--- config.mk ---
export PLATFORM = sky130hd
export DESIGN_NAME = shared_mem_top
export DESIGN_NICKNAME = d
export VERILOG_FILES = /design/src/logic/arb_pkg.sv /design/src/logic/axil_if.sv /design/src/logic/arbiter.sv /design/src/logic/axil_arb_mux.sv /design/src/logic/axil_sram.sv /design/src/logic/shared_mem_top.sv
export SDC_FILE = /design/constraint.sdc
export NUM_CORES = 2
export LEC_CHECK = 0
export BUFFER_PORTS_ARGS = -buffer_cell sky130_fd_sc_hd__buf_2
export CAP_MARGIN = 20
export CORE_ASPECT_RATIO = 0.6
export CORE_MARGIN = 4
export CORE_UTILIZATION = 35
export DETAILED_ROUTE_END_ITERATION = 8
export PLACE_DENSITY_LB_ADDON = 0.2
export SYNTH_ARGS = -nofsm -noshare
export SYNTH_HDL_FRONTEND = slang
export SYNTH_SLANG_ARGS = --single-unit
export TNS_END_PERCENT = 100
--- constraint.sdc ---
create_clock -name clk -period 4.14 [get_ports clk]
set_input_delay 0.621 -clock clk [delete_from_list [all_inputs] [get_ports clk]]
set_output_delay 0.621 -clock clk [all_outputs]
set_load 0.1 [all_outputs]
--- src/logic/arb_pkg.sv ---
// shared response codes and width defaults, imported by the memory subsystem RTL and its bench
`default_nettype none

package arb_pkg;

	// AXI4-Lite response code as carried on bresp and rresp
	// exokay and decerr are never produced by this subsystem, so only two values exist
	typedef enum logic [1:0]
	{
		resp_okay = 2'b00,
		resp_slverr = 2'b10
	} resp_t;

	// number of AXI4-Lite requestors sharing the memory
	localparam int default_num_masters = 4;

	// byte address width on every AW and AR channel
	localparam int default_addr_width = 8;

	// data width of the W and R channels
	// the strobe width follows from it as one bit per byte
	localparam int default_data_width = 32;

	// memory depth in words
	// with 32-bit words this covers byte addresses 0 to 127, anything above answers slverr
	localparam int default_mem_words = 32;

endpackage

`default_nettype wire

--- src/logic/axil_if.sv ---
// AXI4-Lite channel bundle linking the request multiplexer (master side) to the memory (slave side)
`timescale 1ns/1ns
`default_nettype none

interface axil_if
	import arb_pkg::*;
	#(
		parameter int addr_width = default_addr_width,
		parameter int data_width = default_data_width
	)
	();

	// write address channel
	logic awvalid;
	logic awready;
	logic [addr_width-1:0] awaddr;

	// write data channel, one strobe bit per byte lane
	logic wvalid;
	logic wready;
	logic [data_width-1:0] wdata;
	logic [data_width/8-1:0] wstrb;

	// write response channel
	logic bvalid;
	logic bready;
	resp_t bresp;

	// read address channel
	logic arvalid;
	logic arready;
	logic [addr_width-1:0] araddr;

	// read data channel
	logic rvalid;
	logic rready;
	logic [data_width-1:0] rdata;
	resp_t rresp;

	// the multiplexer drives requests and accepts responses
	modport master (
		output awvalid, awaddr, wvalid, wdata, wstrb, bready, arvalid, araddr, rready,
		input awready, wready, bvalid, bresp, arready, rvalid, rdata, rresp
	);

	// the memory accepts requests and drives responses
	modport slave (
		input awvalid, awaddr, wvalid, wdata, wstrb, bready, arvalid, araddr, rready,
		output awready, wready, bvalid, bresp, arready, rvalid, rdata, rresp
	);

endinterface

`default_nettype wire

--- src/logic/arbiter.sv ---
// round-robin arbiter giving a same-cycle one-hot grant from a request vector, updated by update_lru
`timescale 1ns/1ns
`default_nettype none

module arbiter
	#(
		parameter int num_entries = 4,
		parameter int switch_every_cycle = 1
	)
	(
		input wire clk,
		input wire reset,
		input wire [num_entries-1:0] request,
		input wire update_lru,
		output logic [num_entries-1:0] grant_oh
	);

	// one-hot pointer to the unit that currently has top priority
	logic [num_entries-1:0] priority_oh;
	logic [num_entries-1:0] priority_oh_nxt;
	logic [2*num_entries-1:0] request_x2;
	logic [2*num_entries-1:0] grant_x2;

	// subtracting the priority bit borrows up to the first set request at or above it
	// the doubled copy lets that borrow wrap past the top unit back to unit 0
	assign request_x2 = {request, request};
	assign grant_x2 = request_x2 & ~(request_x2 - {{num_entries{1'b0}}, priority_oh});

	// the winner shows up in either half, depending on whether the search wrapped
	assign grant_oh = grant_x2[2*num_entries-1:num_entries] | grant_x2[num_entries-1:0];

	generate
		if (switch_every_cycle != 0)
		begin : g_rotate
			// next priority is the unit just above the winner, so the winner goes last
			assign priority_oh_nxt = {grant_oh[num_entries-2:0], grant_oh[num_entries-1]};
		end
		else
		begin : g_hold
			// the winner keeps priority and is served again while it keeps asking
			assign priority_oh_nxt = grant_oh;
		end
	endgenerate

	// without any request the grant is zero, so the pointer must not move then
	always_ff @(posedge clk, posedge reset)
	begin
		if (reset)
			priority_oh <= {{(num_entries-1){1'b0}}, 1'b1};
		else if (update_lru && (request != '0))
			priority_oh <= priority_oh_nxt;
	end

endmodule

`default_nettype wire

--- src/logic/axil_arb_mux.sv ---
// arbitrates the AXI4-Lite requestors, holds one grant per transaction and routes it to the memory
`timescale 1ns/1ns
`default_nettype none

module axil_arb_mux
	import arb_pkg::*;
	#(
		parameter int num_masters = default_num_masters,
		parameter int addr_width = default_addr_width,
		parameter int data_width = default_data_width,
		parameter int switch_every_cycle = 1
	)
	(
		input wire clk,
		input wire reset,
		input wire [num_masters-1:0] m_awvalid,
		output logic [num_masters-1:0] m_awready,
		input wire [num_masters*addr_width-1:0] m_awaddr,
		input wire [num_masters-1:0] m_wvalid,
		output logic [num_masters-1:0] m_wready,
		input wire [num_masters*data_width-1:0] m_wdata,
		input wire [num_masters*data_width/8-1:0] m_wstrb,
		output logic [num_masters-1:0] m_bvalid,
		input wire [num_masters-1:0] m_bready,
		output logic [num_masters*2-1:0] m_bresp,
		input wire [num_masters-1:0] m_arvalid,
		output logic [num_masters-1:0] m_arready,
		input wire [num_masters*addr_width-1:0] m_araddr,
		output logic [num_masters-1:0] m_rvalid,
		input wire [num_masters-1:0] m_rready,
		output logic [num_masters*data_width-1:0] m_rdata,
		output logic [num_masters*2-1:0] m_rresp,
		axil_if.master mem
	);

	localparam int strb_width = data_width / 8;

	typedef enum logic [1:0] {st_idle, st_write, st_read, st_resp} state_t;

	state_t state;
	logic [num_masters-1:0] wr_request;
	logic [num_masters-1:0] live_request;
	logic [num_masters-1:0] arb_request;
	logic [num_masters-1:0] grant_oh;
	logic [num_masters-1:0] grant_q;
	logic grant_is_write;
	logic is_write_q;
	logic resp_done;

	// payload of the granted requestor, all zero while grant_q is empty
	logic sel_awvalid;
	logic sel_wvalid;
	logic sel_bready;
	logic sel_arvalid;
	logic sel_rready;
	logic [addr_width-1:0] sel_awaddr;
	logic [addr_width-1:0] sel_araddr;
	logic [data_width-1:0] sel_wdata;
	logic [strb_width-1:0] sel_wstrb;

	// a write only counts once AW and W are both presented
	assign wr_request = m_awvalid & m_wvalid;
	assign live_request = wr_request | m_arvalid;

	// while a transaction runs the arbiter sees only the held winner
	// which makes update_lru rotate the pointer past that winner and nobody else
	assign arb_request = (state == st_idle) ? live_request : grant_q;

	// a requestor with both a write and a read pending gets the write first
	assign grant_is_write = |(grant_oh & wr_request);

	assign resp_done = (state == st_resp) &&
		(is_write_q ? (mem.bvalid && mem.bready) : (mem.rvalid && mem.rready));

	arbiter #(
		.num_entries(num_masters),
		.switch_every_cycle(switch_every_cycle)
	) u_arbiter (
		.clk(clk),
		.reset(reset),
		.request(arb_request),
		.update_lru(resp_done),
		.grant_oh(grant_oh)
	);

	// transaction FSM, grant and direction stay fixed from idle until the response is taken
	always_ff @(posedge clk, posedge reset)
	begin
		if (reset)
		begin
			state <= st_idle;
			grant_q <= '0;
			is_write_q <= 1'b0;
		end
		else
		begin
			case (state)
				st_idle:
					if (|live_request)
					begin
						grant_q <= grant_oh;
						is_write_q <= grant_is_write;
						state <= grant_is_write ? st_write : st_read;
					end
				st_write:
					if (mem.awvalid && mem.awready)
						state <= st_resp;
				st_read:
					if (mem.arvalid && mem.arready)
						state <= st_resp;
				st_resp:
					if (resp_done)
					begin
						state <= st_idle;
						grant_q <= '0;
					end
				default:
					state <= st_idle;
			endcase
		end
	end

	// and-or select, grant_q is one-hot or zero
	always_comb
	begin
		sel_awvalid = |(grant_q & m_awvalid);
		sel_wvalid = |(grant_q & m_wvalid);
		sel_bready = |(grant_q & m_bready);
		sel_arvalid = |(grant_q & m_arvalid);
		sel_rready = |(grant_q & m_rready);
		sel_awaddr = '0;
		sel_araddr = '0;
		sel_wdata = '0;
		sel_wstrb = '0;
		for (int i = 0; i < num_masters; i++)
		begin
			if (grant_q[i])
			begin
				sel_awaddr = sel_awaddr | m_awaddr[i*addr_width +: addr_width];
				sel_araddr = sel_araddr | m_araddr[i*addr_width +: addr_width];
				sel_wdata = sel_wdata | m_wdata[i*data_width +: data_width];
				sel_wstrb = sel_wstrb | m_wstrb[i*strb_width +: strb_width];
			end
		end
	end

	// each channel is only opened to the memory in its own phase
	assign mem.awvalid = (state == st_write) && sel_awvalid;
	assign mem.wvalid = (state == st_write) && sel_wvalid;
	assign mem.awaddr = sel_awaddr;
	assign mem.wdata = sel_wdata;
	assign mem.wstrb = sel_wstrb;
	assign mem.arvalid = (state == st_read) && sel_arvalid;
	assign mem.araddr = sel_araddr;
	assign mem.bready = (state == st_resp) && is_write_q && sel_bready;
	assign mem.rready = (state == st_resp) && !is_write_q && sel_rready;

	// steer handshakes and responses back to the granted requestor only
	for (genvar i = 0; i < num_masters; i++)
	begin : g_demux
		assign m_awready[i] = grant_q[i] && (state == st_write) && mem.awready;
		assign m_wready[i] = grant_q[i] && (state == st_write) && mem.wready;
		assign m_arready[i] = grant_q[i] && (state == st_read) && mem.arready;
		assign m_bvalid[i] = grant_q[i] && (state == st_resp) && is_write_q && mem.bvalid;
		assign m_rvalid[i] = grant_q[i] && (state == st_resp) && !is_write_q && mem.rvalid;
		assign m_bresp[i*2 +: 2] = grant_q[i] ? mem.bresp : resp_okay;
		assign m_rresp[i*2 +: 2] = grant_q[i] ? mem.rresp : resp_okay;
		assign m_rdata[i*data_width +: data_width] = grant_q[i] ? mem.rdata : '0;
	end

endmodule

`default_nettype wire

--- src/logic/axil_sram.sv ---
// word-addressed AXI4-Lite memory slave with byte strobes, answering slverr beyond its depth
`timescale 1ns/1ns
`default_nettype none

module axil_sram
	import arb_pkg::*;
	#(
		parameter int addr_width = default_addr_width,
		parameter int data_width = default_data_width,
		parameter int mem_words = default_mem_words
	)
	(
		input wire clk,
		input wire reset,
		axil_if.slave s
	);

	localparam int strb_width = data_width / 8;
	localparam int offset_bits = $clog2(strb_width);
	localparam int index_bits = $clog2(mem_words);

	logic [data_width-1:0] mem_array [mem_words];
	logic busy;
	logic wr_accept;
	logic rd_accept;
	logic [addr_width-1:0] wr_word;
	logic [addr_width-1:0] rd_word;
	logic wr_in_range;
	logic rd_in_range;

	// only one response can be pending, new requests wait until it has been taken
	assign busy = s.bvalid || s.rvalid;

	// AW and W are taken together in a single cycle, and a write wins over a read
	assign wr_accept = s.awvalid && s.wvalid && !busy;
	assign rd_accept = s.arvalid && !busy && !wr_accept;
	assign s.awready = wr_accept;
	assign s.wready = wr_accept;
	assign s.arready = rd_accept;

	// byte address to word index, the full word number decides the range check
	assign wr_word = s.awaddr >> offset_bits;
	assign rd_word = s.araddr >> offset_bits;
	assign wr_in_range = wr_word < addr_width'(mem_words);
	assign rd_in_range = rd_word < addr_width'(mem_words);

	// merge only the strobed bytes into the stored word
	always_ff @(posedge clk)
	begin
		if (wr_accept && wr_in_range)
		begin
			for (int b = 0; b < strb_width; b++)
			begin
				if (s.wstrb[b])
					mem_array[wr_word[index_bits-1:0]][b*8 +: 8] <= s.wdata[b*8 +: 8];
			end
		end
	end

	// response valids rise the edge after the request and hold until taken
	always_ff @(posedge clk, posedge reset)
	begin
		if (reset)
		begin
			s.bvalid <= 1'b0;
			s.rvalid <= 1'b0;
		end
		else
		begin
			if (wr_accept)
				s.bvalid <= 1'b1;
			else if (s.bvalid && s.bready)
				s.bvalid <= 1'b0;

			if (rd_accept)
				s.rvalid <= 1'b1;
			else if (s.rvalid && s.rready)
				s.rvalid <= 1'b0;
		end
	end

	// response payload captured with the request, steady while the valid waits
	always_ff @(posedge clk)
	begin
		if (wr_accept)
			s.bresp <= wr_in_range ? resp_okay : resp_slverr;
		if (rd_accept)
		begin
			s.rresp <= rd_in_range ? resp_okay : resp_slverr;
			s.rdata <= rd_in_range ? mem_array[rd_word[index_bits-1:0]] : '0;
		end
	end

endmodule

`default_nettype wire

--- src/logic/shared_mem_top.sv ---
// top level of the shared memory, with per-requestor AXI4-Lite channels packed into flat vectors
`timescale 1ns/1ns
`default_nettype none

module shared_mem_top
	import arb_pkg::*;
	#(
		parameter int num_masters = default_num_masters,
		parameter int addr_width = default_addr_width,
		parameter int data_width = default_data_width,
		parameter int mem_words = default_mem_words,
		parameter int switch_every_cycle = 1
	)
	(
		input wire clk,
		input wire reset,
		input wire [num_masters-1:0] m_awvalid,
		output wire [num_masters-1:0] m_awready,
		input wire [num_masters*addr_width-1:0] m_awaddr,
		input wire [num_masters-1:0] m_wvalid,
		output wire [num_masters-1:0] m_wready,
		input wire [num_masters*data_width-1:0] m_wdata,
		input wire [num_masters*data_width/8-1:0] m_wstrb,
		output wire [num_masters-1:0] m_bvalid,
		input wire [num_masters-1:0] m_bready,
		output wire [num_masters*2-1:0] m_bresp,
		input wire [num_masters-1:0] m_arvalid,
		output wire [num_masters-1:0] m_arready,
		input wire [num_masters*addr_width-1:0] m_araddr,
		output wire [num_masters-1:0] m_rvalid,
		input wire [num_masters-1:0] m_rready,
		output wire [num_masters*data_width-1:0] m_rdata,
		output wire [num_masters*2-1:0] m_rresp
	);

	// single link between the arbitrating multiplexer and the memory
	axil_if #(
		.addr_width(addr_width),
		.data_width(data_width)
	) mem_bus ();

	// requestor i sits on slice i of every vector
	axil_arb_mux #(
		.num_masters(num_masters),
		.addr_width(addr_width),
		.data_width(data_width),
		.switch_every_cycle(switch_every_cycle)
	) u_mux (
		.clk(clk),
		.reset(reset),
		.m_awvalid(m_awvalid),
		.m_awready(m_awready),
		.m_awaddr(m_awaddr),
		.m_wvalid(m_wvalid),
		.m_wready(m_wready),
		.m_wdata(m_wdata),
		.m_wstrb(m_wstrb),
		.m_bvalid(m_bvalid),
		.m_bready(m_bready),
		.m_bresp(m_bresp),
		.m_arvalid(m_arvalid),
		.m_arready(m_arready),
		.m_araddr(m_araddr),
		.m_rvalid(m_rvalid),
		.m_rready(m_rready),
		.m_rdata(m_rdata),
		.m_rresp(m_rresp),
		.mem(mem_bus.master)
	);

	axil_sram #(
		.addr_width(addr_width),
		.data_width(data_width),
		.mem_words(mem_words)
	) u_sram (
		.clk(clk),
		.reset(reset),
		.s(mem_bus.slave)
	);

endmodule

`default_nettype wire

==> impl_metrics.csv <==
group,metric,value,unit
run_status,status,"finished clean",
placed_design,place_congestion,0.854,
worst_setup_path,arrival,4020,ps
layout,syn2layout_area_growth,19.4,%
detailed_routing,antenna_left,0,
pwr,leakage,14.5,nW
detailed_routing,wl_per_cell,27.4,µm
worst_setup_path,cp.buffers_inverters,0,
worst_setup_path,crit_type,"reg -> reg",
detailed_routing,drc,0,
sta,setup_viol,0,
floorplan,fp.dieH,281,µm
logic_synthesis,yosysTopAreaCell,"edfxtp_1",
logic_synthesis,yosysSeqAreaShare,0.738,
worst_setup_path,end_kind,"flip-flop",
logic_synthesis,syn-cell-area,0.0435,mm²
worst_hold_path,min_from,"m_awaddr[15]",
worst_hold_path,hold_depth,3,
worst_setup_path,start_kind,"flip-flop",
floorplan,start_util,0.355,
layout,fin_nets,3074,
floorplan,core_area,0.122,mm²
sta,tightestPinTransition,1150,ps
sta,rsz0062_at_grt,"false",
placed_design,place_inst,4339,
placed_design,hpwl,83.7,mm
sta,maxSlewViolCount,0,
logic_synthesis,synthDistinctLibCells,49,
worst_setup_path,reg2reg_from,"u_mux.grant_q[1]",
logic_synthesis,synth_seq_cells,1071,
detailed_routing,firstDrtPassIters,6,
clocking,clockBufferDepth,3,
clocking,clk_pin_slew,70,ps
logic_synthesis,synth_top_area_share,0.731,
layout,finish.cell_count_without_fillers,4538,
pwr,power_density,403,mW/mm²
logic_synthesis,synthCells,2307,
worst_setup_path,crit_end,"u_sram.mem_array[7][24]",
worst_setup_path,ff2ff_setup_slack,410,ps
floorplan,die_w,463,µm
logic_synthesis,syn_avg_cell_area,18.8,µm²
flow_run,drv_cap,0,
logic_synthesis,synthArstFlopShare,0.0121,
global_routing,antenna_found_initial,9,
layout,drive_gt1_frac,0.342,
worst_setup_path,cp-startpoint,"u_mux.grant_q[1]",
clocking,tritoncts,"built",
worst_setup_path,cp_max_fo,46,
clocking,cts_resized,0,
global_routing,grt_max_degree,65,
layout,fill_cells,10800,
global_routing,globalRouteOverflowTotal,0,
global_routing,grt_pass1_vias,24400,
worst_setup_path,cp.required,4430,ps
clocking,htree_num_levels,3,
worst_setup_path,slowest_stage,"dfrtp_4",
pwr,finalPower,20.9,mW
global_routing,grt.total_usage,0.187,
clocking,cts_sinks,1071,
worst_setup_path,max_stage_delay,790,ps
logic_synthesis,ys.flop_type,"edfxtp_1",
sta,timing.final.crit_share,0.900,
pwr,ir_drop,285,µV
floorplan,fp-row-count,99,
worst_setup_path,r2r_cells,7,
floorplan,num_io_pins,394,
detailed_routing,viasPerCell,5.39,
clocking,clock_latency,690,ps
detailed_routing,dr_total_vias,24400,
worst_setup_path,cp_cell_sequence,"a22oi_1 > nand2_1 > nand3_1 > nor2_1 > nand3_1 > a21o_1 > nor2_1",
logic_synthesis,synth_area_leaders,"edfxtp_1 (73%), mux4_2 (13%), a22oi_1 (3.9%)",
clocking,postCtsSetupRepairBufs,0,
logic_synthesis,yosysWarnings,0,
placed_design,io_buffers,369,
sta,slew_headroom,0.233,
worst_setup_path,worstReg2RegEnd,"u_sram.mem_array[7][24]",
worst_setup_path,crit_family,"simple AND/OR/NAND/NOR gates",
logic_synthesis,synth-edff-count,1058,
sta,finalCriticalPeriod,3730,ps
detailed_routing,first_iter_violations,2529,
floorplan,dieArea,0.130,mm²
global_routing,grt_first_pass_wirelength,175,mm
clocking,ctsRootBufferMaster,"clkbuf_16",
sta,setup-tns-final,0,ps
sta,hold_viol,0,
worst_hold_path,hold_path.class,"in -> reg",
sta,fmax,0.268,GHz
worst_setup_path,cp.depth,7,
layout,fin_area,0.0519,mm²
placed_design,place_area,0.0484,mm²
detailed_routing,totalWireLength,124,mm
sta,finClkSkew,24.6,ps
clocking,cts_buffers,97,
[Yosys cell counts, types with 2 or more instances]
cell type,number
a21oi_1,75
and2_1,153
o211a_1,2
o41ai_1,2
dfrtp_1,12
a22o_1,9
a22oi_1,226
a221oi_1,4
and3_1,6
buf_1,9
clkbuf_1,60
nand2b_1,4
edfxtp_1,1058
a21o_1,10
mux4_2,256
a31oi_1,2
nor3_1,4
buf_2,65
inv_1,8
o21ai_0,5
buf_4,21
nand3_1,6
nor2b_1,6
nor2_1,152
ha_1,7
or2_1,32
a221oi_2,2
mux2_2,2
nand2_1,89
[layout by cell type (no fill, tap or decap), types with 9 or more instances in the layout]
master / netlist / final
clkbuf_16: 0 / 101
nand2_1: 89 / 87
nor2_1: 152 / 147
edfxtp_1: 1058 / 1058
clkinv_2: 0 / 25
mux4_2: 256 / 256
bufinv_16: 0 / 11
a21oi_1: 75 / 75
a21o_1: 10 / 10
clkinv_1: 0 / 21
buf_2: 65 / 369
or2_1: 32 / 32
clkbuf_1: 60 / 12
and2_1: 153 / 153
a22o_1: 9 / 9
a22oi_1: 226 / 226
buf_12: 0 / 11
buf_4: 21 / 179
buf_16: 0 / 14
[worst reg2reg max path, stage by stage (launching register included)]
cell and delay [ps]:
dfrtp_4 790, a22oi_1 220, nand2_1 120, nand3_1 70, nor2_1 210, nand3_1 470
a21o_1 680, nor2_1 800
[kinds of logic after synthesis]
group / count (synthesis) / synth area share
multiplexers: 259 / 0.133
flip-flops: 1071 / 0.738
other: 1 / 0.0000862
buffers and inverters: 163 / 0.0178
AO/OA/AOI/OAI: 348 / 0.0567
AND/OR/NAND/NOR: 457 / 0.0518
adder cells (fa/ha/maj): 8 / 0.00224
[final cells by class]
cell class                 instances  area (µm²)  share of cell area
multi-input combinational       1080       10700               0.206
timing repair buffer             579        3880              0.0747
clock buffer                     113        2570              0.0495
clock inverter                    64         594              0.0114
tap                             1616        2020              0.0389
antenna                            7        17.5            0.000337
sequential                      1071       32100               0.618
inverter                           8        30.0            0.000578
[flip-flops by register name, indices dropped and copies added (netlist names)]
| name | count |
|---|---|
| u_sram.s.bvalid | 1 |
| u_mux.u_arbiter.priority_oh | 4 |
| u_sram.s.rdata | 32 |
| u_sram.mem_array | 1024 |
| u_mux.state | 2 |
| u_mux.is_write_q | 1 |
| u_sram.s.rvalid | 1 |
| u_sram.s.bresp | 1 |
| u_mux.grant_q | 4 |
| u_sram.s.rresp | 1 |
[stage by stage]
step	utilization	setup slack [ps]	hold WS [ps]
final	0.424	414	266
after global routing	0.424	247	231
after CTS	0.421	391	199
after detailed placement	0.395	405	503
after global placement	0.394	434	482
after floorplan	-	1.62	465
[power by group]
group / total (mW) / leakage [nW] / switching (mW) / internal (mW)
sequential: 11.7 / 7.39 / 0 / 11.7
combinational: 0.154 / 5.51 / 0.0806 / 0.0731
clock: 9.06 / 1.57 / 3.94 / 5.13
[how the worst min path moves through the flow]
stage	endpoint	slack (ps)
floorplan	u_sram.s.rvalid	470
global placement	u_sram.s.rvalid	480
detailed placement	u_sram.s.rvalid	500
CTS	u_sram.s.bresp[1]	200
global route	u_sram.s.bresp[1]	230
finish	u_sram.s.bresp[1]	270
[repair_timing]
item,CTS,global route
hold endpoints to repair,12,0
setup endpoints to repair,0,0
hold buffers,1,0
[routing by layer]
layer  vias to the layer above  routed length (µm)  track usage
met1                     12700               55200        0.275
li1                      10400                   -            -
met4                         0                2510       0.0439
met3                       160               11200       0.0472
met2                      1119               55500        0.280
met5                         -                   0            0
Note: power is estimated with default switching activity, not from simulation.
